$ cat config.mk
export PLATFORM = sky130hd
export DESIGN_NAME = cpu16_top
export DESIGN_NICKNAME = d
export VERILOG_FILES = /design/src/rtl/cpu16_pkg.sv /design/src/rtl/exec_if.sv /design/src/rtl/register_file.sv /design/src/rtl/apb_issue.sv /design/src/rtl/operand_read.sv /design/src/rtl/alu_execute.sv /design/src/rtl/cpu16_top.sv
export SDC_FILE = /design/constraint.sdc
export NUM_CORES = 1
export LEC_CHECK = 0
export BUFFER_PORTS_ARGS = -buffer_cell sky130_fd_sc_hd__buf_4
export CELL_PAD_IN_SITES_DETAIL_PLACEMENT = 0
export CELL_PAD_IN_SITES_GLOBAL_PLACEMENT = 1
export CORE_ASPECT_RATIO = 0.7
export CORE_UTILIZATION = 40
export DETAILED_ROUTE_END_ITERATION = 10
export GPL_ROUTABILITY_DRIVEN = 0
export GPL_TIMING_DRIVEN = 0
export PLACE_DENSITY = 0.74
export SETUP_SLACK_MARGIN = 0.5
export SYNTH_ARGS = -nofsm -noshare
export SYNTH_HDL_FRONTEND = slang
export SYNTH_SLANG_ARGS = --single-unit
$ cat constraint.sdc
create_clock -name clk -period 8.1 [get_ports clk]
set_clock_uncertainty 0.05 [all_clocks]
set_input_delay 2.43 -clock clk [delete_from_list [all_inputs] [get_ports clk]]
set_output_delay 2.43 -clock clk [all_outputs]
set_load 0.02 [all_outputs]
$ cat src/rtl/cpu16_pkg.sv
package cpu16_pkg;

  ////////////////////////////////////////////////////////////////////
  // Machine dimensions
  ////////////////////////////////////////////////////////////////////

  localparam int DATA_W = 16;
  localparam int NUM_REGS = 16;
  localparam int APB_ADDR_W = 8;

  typedef logic [3:0] reg_idx_t;

  // Unlisted codes fall through as no-operations
  typedef enum logic [3:0] {
    OP_ADD  = 4'd0,
    OP_SUB  = 4'd1,
    OP_AND  = 4'd2,
    OP_OR   = 4'd3,
    OP_XOR  = 4'd4,
    OP_SHL  = 4'd5,
    OP_SHR  = 4'd6,
    OP_LDI  = 4'd8,
    OP_LUI  = 4'd9,
    OP_ADDI = 4'd10
  } opcode_t;

  ////////////////////////////////////////////////////////////////////
  // Instruction word, two views of the same 16 bits
  ////////////////////////////////////////////////////////////////////

  typedef struct packed {
    opcode_t  opcode;
    reg_idx_t rd;
    reg_idx_t rs1;
    reg_idx_t rs2;
  } instr_reg_t;

  typedef struct packed {
    opcode_t    opcode;
    reg_idx_t   rd;
    logic [7:0] imm;
  } instr_imm_t;

  typedef union packed {
    instr_reg_t r;
    instr_imm_t i;
  } instr_t;

  // APB map
  localparam logic [APB_ADDR_W-1:0] INSTR_ADDR = 8'h00;
  localparam logic [APB_ADDR_W-1:0] REG_BASE = 8'h40;

endpackage

$ cat src/rtl/exec_if.sv
// One decoded operation on its way from operand read to execute
interface exec_if;

  logic                        valid;
  cpu16_pkg::opcode_t          op;
  cpu16_pkg::reg_idx_t         rd;
  logic [cpu16_pkg::DATA_W-1:0] opa;
  logic [cpu16_pkg::DATA_W-1:0] opb;

  // Operand read stage drives everything
  modport source (
    output valid, op, rd, opa, opb
  );

  // Execute stage consumes everything
  modport sink (
    input valid, op, rd, opa, opb
  );

  // Issue logic only needs the destination for hazard checks
  modport monitor (
    input valid, rd
  );

endinterface

$ cat src/rtl/register_file.sv
module register_file (
  input  logic                         clk,
  input  logic                         rst_n,
  input  cpu16_pkg::reg_idx_t          rd_sel_1,
  input  cpu16_pkg::reg_idx_t          rd_sel_2,
  input  cpu16_pkg::reg_idx_t          dbg_sel,
  input  logic                         wr_en,
  input  cpu16_pkg::reg_idx_t          wr_sel,
  input  logic [cpu16_pkg::DATA_W-1:0] wr_data,
  output logic [cpu16_pkg::DATA_W-1:0] rd_data_1,
  output logic [cpu16_pkg::DATA_W-1:0] rd_data_2,
  output logic [cpu16_pkg::DATA_W-1:0] dbg_data
);

  logic [cpu16_pkg::DATA_W-1:0] regs [cpu16_pkg::NUM_REGS];

  ////////////////////////////////////////////////////////////////////
  // Write port
  ////////////////////////////////////////////////////////////////////

  // All registers come up as zero
  always_ff @(posedge clk) begin
    if (!rst_n) begin
      for (int i = 0; i < cpu16_pkg::NUM_REGS; i++) begin
        regs[i] <= '0;
      end
    end else if (wr_en) begin
      regs[wr_sel] <= wr_data;
    end
  end

  ////////////////////////////////////////////////////////////////////
  // Read ports
  ////////////////////////////////////////////////////////////////////

  // No bypass, a write shows up the cycle after its edge
  always_comb begin
    rd_data_1 = regs[rd_sel_1];
    rd_data_2 = regs[rd_sel_2];
  end

  // Host side view for APB register reads
  always_comb begin
    dbg_data = regs[dbg_sel];
  end

endmodule

$ cat src/rtl/apb_issue.sv
module apb_issue (
  input  logic                             clk,
  input  logic                             rst_n,
  input  logic                             psel,
  input  logic                             penable,
  input  logic                             pwrite,
  input  logic [cpu16_pkg::APB_ADDR_W-1:0] paddr,
  input  logic [cpu16_pkg::DATA_W-1:0]     pwdata,
  output logic                             pready,
  output logic [cpu16_pkg::DATA_W-1:0]     prdata,
  output logic                             pslverr,
  output logic                             issue_valid,
  output cpu16_pkg::instr_t                issue_word,
  exec_if.monitor                          ex,
  output cpu16_pkg::reg_idx_t              dbg_sel,
  input  logic [cpu16_pkg::DATA_W-1:0]     dbg_data
);

  cpu16_pkg::instr_t   offered;
  cpu16_pkg::reg_idx_t src_a;
  cpu16_pkg::reg_idx_t src_b;
  logic                src_a_used;
  logic                src_b_used;
  logic                hit_a;
  logic                hit_b;
  logic                hazard;
  logic                pipe_empty;
  logic                is_instr;
  logic                is_reg_rd;
  logic                bad_addr;
  logic                access;

  ////////////////////////////////////////////////////////////////////
  // Address decode
  ////////////////////////////////////////////////////////////////////

  assign access    = psel && penable;
  assign is_instr  = pwrite && (paddr == cpu16_pkg::INSTR_ADDR);
  // Window is REG_BASE .. REG_BASE + 15
  assign is_reg_rd = !pwrite && (paddr[7:4] == cpu16_pkg::REG_BASE[7:4]);
  assign bad_addr  = !is_instr && !is_reg_rd;
  assign dbg_sel   = paddr[3:0];

  // Source registers of the word on the bus
  assign offered = cpu16_pkg::instr_t'(pwdata);

  always_comb begin
    src_a      = offered.r.rs1;
    src_b      = offered.r.rs2;
    src_a_used = 1'b0;
    src_b_used = 1'b0;
    case (offered.r.opcode)
      cpu16_pkg::OP_ADD, cpu16_pkg::OP_SUB, cpu16_pkg::OP_AND, cpu16_pkg::OP_OR,
      cpu16_pkg::OP_XOR, cpu16_pkg::OP_SHL, cpu16_pkg::OP_SHR: begin
        src_a_used = 1'b1;
        src_b_used = 1'b1;
      end
      // Immediate ops that modify rd read it first
      cpu16_pkg::OP_ADDI, cpu16_pkg::OP_LUI: begin
        src_a      = offered.i.rd;
        src_a_used = 1'b1;
      end
      default: ;
    endcase
  end

  // Compare against both in-flight destinations
  assign hit_a = (issue_valid && issue_word.i.rd == src_a) || (ex.valid && ex.rd == src_a);
  assign hit_b = (issue_valid && issue_word.i.rd == src_b) || (ex.valid && ex.rd == src_b);
  assign hazard = (src_a_used && hit_a) || (src_b_used && hit_b);

  assign pipe_empty = !issue_valid && !ex.valid;

  ////////////////////////////////////////////////////////////////////
  // APB response
  ////////////////////////////////////////////////////////////////////

  assign pready  = access && (bad_addr || (is_instr && !hazard) || (is_reg_rd && pipe_empty));
  assign pslverr = access && bad_addr;
  assign prdata  = (access && is_reg_rd) ? dbg_data : '0;

  // Issue stage register
  always_ff @(posedge clk) begin
    if (!rst_n) begin
      issue_valid <= 1'b0;
    end else begin
      issue_valid <= pready && is_instr;
    end
  end

  always_ff @(posedge clk) begin
    if (pready && is_instr) begin
      issue_word <= offered;
    end
  end

endmodule

$ cat src/rtl/operand_read.sv
module operand_read (
  input  logic                         clk,
  input  logic                         rst_n,
  input  logic                         issue_valid,
  input  cpu16_pkg::instr_t            issue_word,
  input  logic [cpu16_pkg::DATA_W-1:0] rd_data_1,
  input  logic [cpu16_pkg::DATA_W-1:0] rd_data_2,
  output cpu16_pkg::reg_idx_t          rd_sel_1,
  output cpu16_pkg::reg_idx_t          rd_sel_2,
  exec_if.source                       ex
);

  logic [cpu16_pkg::DATA_W-1:0] opb_next;
  logic [7:0]                   imm;

  assign imm = issue_word.i.imm;

  // Register form reads rs1/rs2, the rest read rd on port 1
  always_comb begin
    rd_sel_1 = issue_word.i.rd;
    rd_sel_2 = issue_word.r.rs2;
    case (issue_word.r.opcode)
      cpu16_pkg::OP_ADD, cpu16_pkg::OP_SUB, cpu16_pkg::OP_AND, cpu16_pkg::OP_OR,
      cpu16_pkg::OP_XOR, cpu16_pkg::OP_SHL, cpu16_pkg::OP_SHR: begin
        rd_sel_1 = issue_word.r.rs1;
      end
      default: ;
    endcase
  end

  // addi takes a signed byte, ldi and lui an unsigned one
  always_comb begin
    case (issue_word.i.opcode)
      cpu16_pkg::OP_ADDI: opb_next = {{(cpu16_pkg::DATA_W-8){imm[7]}}, imm};
      cpu16_pkg::OP_LDI,
      cpu16_pkg::OP_LUI:  opb_next = {{(cpu16_pkg::DATA_W-8){1'b0}}, imm};
      default:            opb_next = rd_data_2;
    endcase
  end

  always_ff @(posedge clk) begin
    if (!rst_n) begin
      ex.valid <= 1'b0;
    end else begin
      ex.valid <= issue_valid;
    end
  end

  always_ff @(posedge clk) begin
    ex.op  <= issue_word.r.opcode;
    ex.rd  <= issue_word.r.rd;
    ex.opa <= rd_data_1;
    ex.opb <= opb_next;
  end

endmodule

$ cat src/rtl/alu_execute.sv
module alu_execute (
  exec_if.sink                         ex,
  output logic                         wr_en,
  output cpu16_pkg::reg_idx_t          wr_sel,
  output logic [cpu16_pkg::DATA_W-1:0] wr_data
);

  logic [cpu16_pkg::DATA_W-1:0] result;
  logic                         writes;

  ////////////////////////////////////////////////////////////////////
  // ALU
  ////////////////////////////////////////////////////////////////////

  always_comb begin
    result = '0;
    writes = 1'b1;
    case (ex.op)
      cpu16_pkg::OP_ADD: result = ex.opa + ex.opb;
      cpu16_pkg::OP_SUB: result = ex.opa - ex.opb;
      cpu16_pkg::OP_AND: result = ex.opa & ex.opb;
      cpu16_pkg::OP_OR:  result = ex.opa | ex.opb;
      cpu16_pkg::OP_XOR: result = ex.opa ^ ex.opb;
      // Shift amount is the low nibble only
      cpu16_pkg::OP_SHL: result = ex.opa << ex.opb[3:0];
      cpu16_pkg::OP_SHR: result = ex.opa >> ex.opb[3:0];
      cpu16_pkg::OP_LDI: result = ex.opb;
      // Upper byte from the immediate, low byte of rd kept
      cpu16_pkg::OP_LUI: result = {ex.opb[7:0], ex.opa[7:0]};
      cpu16_pkg::OP_ADDI: result = ex.opa + ex.opb;
      default: begin
        writes = 1'b0;
      end
    endcase
  end

  ////////////////////////////////////////////////////////////////////
  // Write-back
  ////////////////////////////////////////////////////////////////////

  assign wr_en   = ex.valid && writes;
  assign wr_sel  = ex.rd;
  assign wr_data = result;

endmodule

$ cat src/rtl/cpu16_top.sv
module cpu16_top (
  input  logic                             clk,
  input  logic                             rst_n,
  input  logic                             psel,
  input  logic                             penable,
  input  logic                             pwrite,
  input  logic [cpu16_pkg::APB_ADDR_W-1:0] paddr,
  input  logic [cpu16_pkg::DATA_W-1:0]     pwdata,
  output logic                             pready,
  output logic [cpu16_pkg::DATA_W-1:0]     prdata,
  output logic                             pslverr
);

  logic                         issue_valid;
  cpu16_pkg::instr_t            issue_word;
  cpu16_pkg::reg_idx_t          rd_sel_1;
  cpu16_pkg::reg_idx_t          rd_sel_2;
  logic [cpu16_pkg::DATA_W-1:0] rd_data_1;
  logic [cpu16_pkg::DATA_W-1:0] rd_data_2;
  cpu16_pkg::reg_idx_t          dbg_sel;
  logic [cpu16_pkg::DATA_W-1:0] dbg_data;
  logic                         wr_en;
  cpu16_pkg::reg_idx_t          wr_sel;
  logic [cpu16_pkg::DATA_W-1:0] wr_data;

  // Operand read to execute link
  exec_if exec_bus ();

  apb_issue apb_issue_i (
    .clk         (clk),
    .rst_n       (rst_n),
    .psel        (psel),
    .penable     (penable),
    .pwrite      (pwrite),
    .paddr       (paddr),
    .pwdata      (pwdata),
    .pready      (pready),
    .prdata      (prdata),
    .pslverr     (pslverr),
    .issue_valid (issue_valid),
    .issue_word  (issue_word),
    .ex          (exec_bus.monitor),
    .dbg_sel     (dbg_sel),
    .dbg_data    (dbg_data)
  );

  operand_read operand_read_i (
    .clk         (clk),
    .rst_n       (rst_n),
    .issue_valid (issue_valid),
    .issue_word  (issue_word),
    .rd_data_1   (rd_data_1),
    .rd_data_2   (rd_data_2),
    .rd_sel_1    (rd_sel_1),
    .rd_sel_2    (rd_sel_2),
    .ex          (exec_bus.source)
  );

  alu_execute alu_execute_i (
    .ex      (exec_bus.sink),
    .wr_en   (wr_en),
    .wr_sel  (wr_sel),
    .wr_data (wr_data)
  );

  register_file register_file_i (
    .clk       (clk),
    .rst_n     (rst_n),
    .rd_sel_1  (rd_sel_1),
    .rd_sel_2  (rd_sel_2),
    .dbg_sel   (dbg_sel),
    .wr_en     (wr_en),
    .wr_sel    (wr_sel),
    .wr_data   (wr_data),
    .rd_data_1 (rd_data_1),
    .rd_data_2 (rd_data_2),
    .dbg_data  (dbg_data)
  );

endmodule

==> results of run 1 <==
## worst max path at each step
stage	to	slack (ns)	cells past startpoint
floorplan	prdata[0]	1.29	5
global placement	prdata[15]	0.31	7
detailed placement	prdata[9]	0.26	7
CTS	prdata[9]	0.62	7
global route	prdata[10]	0.52	7
finish	prdata[15]	0.52	7
## metrics by stage
step / util (%) / instances
2_1_floorplan: - / 1647
3_3_place_gp: 43.21 / 2363
3_5_place_dp: 43.21 / 2363
4_1_cts: 45.18 / 2418
5_1_grt: 45.18 / 2418
6_report: 45.18 / 2418
## power groups by stage
stage / clock (mW) / combinational [mW] / sequential, mW
after CTS: 1.47 / 0.366 / 1.87
after detailed placement: 0 / 0.364 / 1.90
after global placement: 0 / 0.360 / 1.90
after global routing: 1.53 / 0.392 / 1.88
final: 1.47 / 0.372 / 1.87
after floorplan: 0 / 0.256 / 1.88
## kinds of logic after synthesis
logic type	Yosys count	share of synthesized area, %
DFF	318	43.21
buffers and inverters	187	4.431
muxes	291	28.08
and+or+nand+nor	524	11.15
AOI/OAI and AO/OA	240	8.542
xor gates and xnor gates	35	1.457
adders and majority gates	52	3.129
## cell usage after synthesis, types with 9 or more instances
master | n | area share, %
ha_1 | 51 | 3.0
inv_1 | 57 | 1.0
mux2i_1 | 34 | 1.6
nor4_1 | 9 | 0.27
a211oi_1 | 17 | 0.61
xnor2_1 | 20 | 0.83
a21oi_1 | 39 | 0.93
mux2_2 | 19 | 1.0
edfxtp_1 | 272 | 39
nand2_1 | 81 | 1.4
xor2_1 | 15 | 0.62
nor3_1 | 15 | 0.36
buf_6 | 17 | 0.91
nor2b_1 | 23 | 0.68
nand2b_1 | 11 | 0.33
dfxtp_1 | 46 | 4.4
buf_2 | 49 | 1.2
nand3_1 | 14 | 0.33
a22oi_1 | 38 | 1.4
nor2_1 | 326 | 5.8
mux4_2 | 236 | 25
clkbuf_1 | 46 | 0.82
o21ai_0 | 43 | 1.0
## sequential cells by signal, indices dropped and copies added (netlist names), named ones only
signal	flops
apb_issue_i.issue_valid	1
apb_issue_i.issue_word	16
operand_read_i.ex.rd	4
register_file_i.regs	256
operand_read_i.ex.opb	16
operand_read_i.ex.valid	1
operand_read_i.ex.opa	16
operand_read_i.ex.op	4
## routing by layer
metal	part of all wire (%)	track usage (%)	wire (µm)	vias to the layer above
li1	-	-	-	6530
met1	44	40.67	31110	8114
met2	40	34.66	27900	1247
met3	14	8.543	9757	112
met4	2.2	5.711	1563	0
met5	0	0	0	-
## area by class of cell
class                   instances  area (µm²)
plain buffers                 129       723.2
clock buffers                  43       892.1
well taps                     674       843.3
inverters                      58       217.7
multi-input cells            1142       11010
flip-flops and latches        318        9089
clock inverters                12       112.6
repair buffers                 42       315.3
fillers                      4573       28160
==> reports/results.ini, run 1 <==
[global_routing]
grt_max_degree = 22
globalRouteTotalUtil_pct = 26.10
grt_pass1_wl_um = 102900
antenna_found_initial = 0
grt_pass1_vias = 15148
overflow = 0

[floorplanning]
dieArea_um2 = 53520
die_w_um = 276.1
die_h_um = 193.9
rows = 69
core_area_um2 = 51370
initial_core_util_pct = 40.95
ioPinCount = 47

[timing]
whs_ns = 0.4411
finalMaxSlewViolations = 0
setup_viol = 0
worst_slew_pin_slew_ns = 1.415
hold_violations = 0
rsz0062_at_grt = false
max_freq_mhz = 132.0
finalCriticalPeriod_ns = 7.576
fin_crit_sh_pct = 93.53
fin_ws_ns = 0.5245
tns_ns = 0
maxSlewHeadroom_pct = 5.465

[pwr]
comb_power_share_pct = 10.0
powerDensity_nw_per_um2 = 160.1
pwr-share-seq_pct = 50.3
switching_share_pct = 24.23
p_switching_mw = 0.9003
fin_total_pwr_mw = 3.716
p_leak_nw = 8.040
pwr-share-clk_pct = 39.7
internal_power_mw = 2.816
peakVddDrop_uv = 172.9

[worst_setup_path]
r2r_cells = 16
critPathKind = input pin to output port
r2r_start = operand_read_i.ex.op[3]
arrival_ns = 5.10
cp-start-kind = input pin
cp_max_fo = 10
path_cells = buf_4, clkbuf_2, clkbuf_1, mux4_2, mux4_2, nor2b_1, buf_4
startpoint = paddr[1]
crit_buf_inv = 4
cp_slowest_cell = clkbuf_1
rrSetupSlack_ns = 2.27
r2r_end = register_file_i.regs[1][11]
crit_family = buffers and inverters
cp.required_ns = 5.62
crit_path_max_incr_delay_ns = 0.80
endpoint_kind = output port

[routing]
vias = 16003
drtAntennaViolNets = 0
wl_per_cell_um = 29.09
drt_iter0_markers = 2603
drc = 0
drt-vias-per-instance = 6.618
dr.pass1.iters = 6
wl_um = 70330

[synthesis]
synth_area_um2 = 21040
synth_cell_type_count = 87
ys_seq_area_share_pct = 43.21
synthCells = 1647
synthesis.nets = 1728
synth_edf_count = 272
yosys_warnings = 0
synth_seq_cells = 318
synthArstFlopShare_pct = 0
avgSynthCellArea_um2 = 12.77
ys.flop_type = edfxtp_1

[clock_network]
cts_buffer_depth = 3
holdBufCountCts = 0
cts_sinks = 318
post-cts-setup-buffer-count = 0
cts.clk_slew.worst_paths_ns = 0.07
cts_resized = 3
htree_levels = 1
cts_buffers = 30
cts_tree = done
clock_latency_ns = 0.59
clk_root_buffer_cell = clkbuf_16

[worst_hold_path]
worstHoldStart = apb_issue_i.issue_word[15]
min_path_cells = 0
hp-class = flop to flop
holdPathEnd = operand_read_i.ex.op[3]

[layout]
stdcell_area_um2 = 23210
fin_nets = 1802
layout_common_cells = 326 x nor2_1, 272 x edfxtp_1, 236 x mux4_2
diodes = 0
final_common_cell = nor2_1
syn_to_final_growth_pct = 10.33
layout-drive-gt1-share_pct = 26.09

[placed_design]
place_area_um2 = 22190
preCtsSetupSlack_ns = 0.2623
portBuffers = 42
dp.final_hpwl_um = 56000

[run_status]
outcome = completed

[job]
maxCapViolCount = 0

Note: power is estimated with default switching activity, not from simulation.
==> run 2: changes to the inputs <==
BUFFER_PORTS_ARGS = unset   (was -buffer_cell sky130_fd_sc_hd__buf_4)
CORE_UTILIZATION = 45   (was 40)
DONT_BUFFER_PORTS = 1   (was unset)
PLACE_DENSITY = 0.79   (was 0.74)
==> reports/results.ini, run 2 (same netlist as run 1, synthesis figures left out) <==
[global_routing]
antenna_found_initial = 0
grt_pass1_vias = 15238
overflow = 0
globalRouteTotalUtil_pct = 29.52
grt_pass1_wl_um = 102300
grt_max_degree = 22

[routing]
vias = 16191
wl_um = 69870
drc = 0
wl_per_cell_um = 30.31
drt-vias-per-instance = 7.024
dr.pass1.iters = 6
drt_iter0_markers = 2753
drtAntennaViolNets = 0

[worst_setup_path]
crit_buf_inv = 2
endpoint_kind = output port
path_cells = clkbuf_1, buf_1, mux4_2, mux4_2, nor2b_1
cp_slowest_cell = buf_1
cp.required_ns = 5.62
cp_max_fo = 10
r2r_cells = 16
rrSetupSlack_ns = 2.34
critPathKind = input pin to output port
cp-start-kind = input pin
path_common_cell = mux4_2
r2r_end = register_file_i.regs[9][11]
crit_family = buffers and inverters
arrival_ns = 5.11
crit_path_max_incr_delay_ns = 0.80
r2r_start = operand_read_i.ex.op[3]

[placed_design]
dp.final_hpwl_um = 54450
dp_cells = 2250
portBuffers = 0

[floorplanning]
dieArea_um2 = 47630
die_h_um = 182.9
rows = 65
core_area_um2 = 45540
initial_core_util_pct = 46.19
die_w_um = 260.4
ioPinCount = 47

[timing]
worst_slew_pin_slew_ns = 1.298
setup_viol = 0
max_freq_mhz = 131.8
finalCriticalPeriod_ns = 7.588
maxSlewHeadroom_pct = 12.70
finalMaxSlewViolations = 0
fin_crit_sh_pct = 93.67
tns_ns = 0
hold_violations = 0
rsz0062_at_grt = false

[pwr]
p_leak_nw = 7.846
peakVddDrop_uv = 199.1
fin_total_pwr_mw = 3.734
powerDensity_nw_per_um2 = 163.6

[job]
maxCapViolCount = 0

[clock_network]
clk_root_buffer_cell = clkbuf_16
cts_buffers = 30
holdBufCountCts = 0
cts.clk_slew.worst_paths_ns = 0.07
cts_tree = done
htree_levels = 1
clock_latency_ns = 0.59
cts_buffer_depth = 3
cts_sinks = 318

[layout]
largest_register_ff_count = 256
fin_nets = 1760
final_cells = 2305
layout-drive-gt1-share_pct = 24.38
layout_common_cells = 326 x nor2_1, 272 x edfxtp_1, 236 x mux4_2
syn_to_final_growth_pct = 8.464
regMostFlops = register_file_i.regs
final_common_cell = nor2_1
final.fill_count = 3933
diodes = 0

[worst_hold_path]
worstHoldStart = apb_issue_i.issue_word[15]
hp-class = flop to flop
min_path_cells = 0
holdPathEnd = operand_read_i.ex.op[3]

[run_status]
outcome = completed

-- run 2: routing by layer --
layer / vias up / GRT usage, % / part of all wire, %
met5: - / 0 / 0
met4: 0 / 6.643 / 2.7
met3: 148 / 10.27 / 16
met2: 1479 / 39.91 / 41
met1: 8095 / 45.12 / 40
li1: 6469 / - / -
-- run 2: layout make-up --
class	instances	area [µm²]	share of cell area, %
tap	603	754.5	3.307
sequential	318	9089	39.84
inverter	58	217.7	0.9542
clock inverter	15	172.7	0.7568
buffer	129	718.2	3.148
clock buffer	40	849.6	3.724
multi-input combinational	1142	11010	48.28
-- run 2: how the worst max path moves through the flow --
stage               startpoint         end  slack (ns)  cells past startpoint
floorplan             paddr[0]   prdata[0]        1.29                      5
global placement      paddr[0]  prdata[12]        0.61                      5
detailed placement    paddr[0]  prdata[12]        0.57                      5
CTS                   paddr[0]  prdata[12]        0.56                      5
global route          paddr[1]  prdata[12]        0.53                      5
finish                paddr[1]  prdata[10]        0.51                      5
-- run 2: power breakdown --
group          switching (mW)  internal [mW]
registers              0.0491           1.82
logic                   0.198          0.159
clock network           0.646          0.859
-- run 2: worst reg2reg max path: cells and delay by family, from the launching register on --
kind                     cells  cell delay, ns
AND/OR/NAND/NOR              7            2.20
flip-flops                   1            0.44
adder cells (fa/ha/maj)      1            0.35
buffers and inverters        4            1.62
XOR/XNOR                     1            0.18
AO/OA/AOI/OAI                3            0.65
-- run 2: through the flow --
| stage | hold WS (ns) | util, % | instance area [µm²] | setup WS (ns) |
|---|---|---|---|---|
| after floorplan | 0.3590 | - | 21040 | 1.290 |
| after global placement | 0.4035 | 47.84 | 21790 | 0.6089 |
| after detailed placement | 0.3936 | 47.84 | 21790 | 0.5712 |
| after CTS | 0.4344 | 50.09 | 22810 | 0.5647 |
| after global routing | 0.4642 | 50.10 | 22820 | 0.5306 |
| final | 0.4312 | 50.10 | 22820 | 0.5124 |
-- run 2: what timing repair did --
item / 4_1_cts / 5_1_grt
buffers inserted: 0 / 0
resized for setup: 0 / 8
hold endpoints to repair: 0 / 0
setup endpoints to repair: 0 / 4
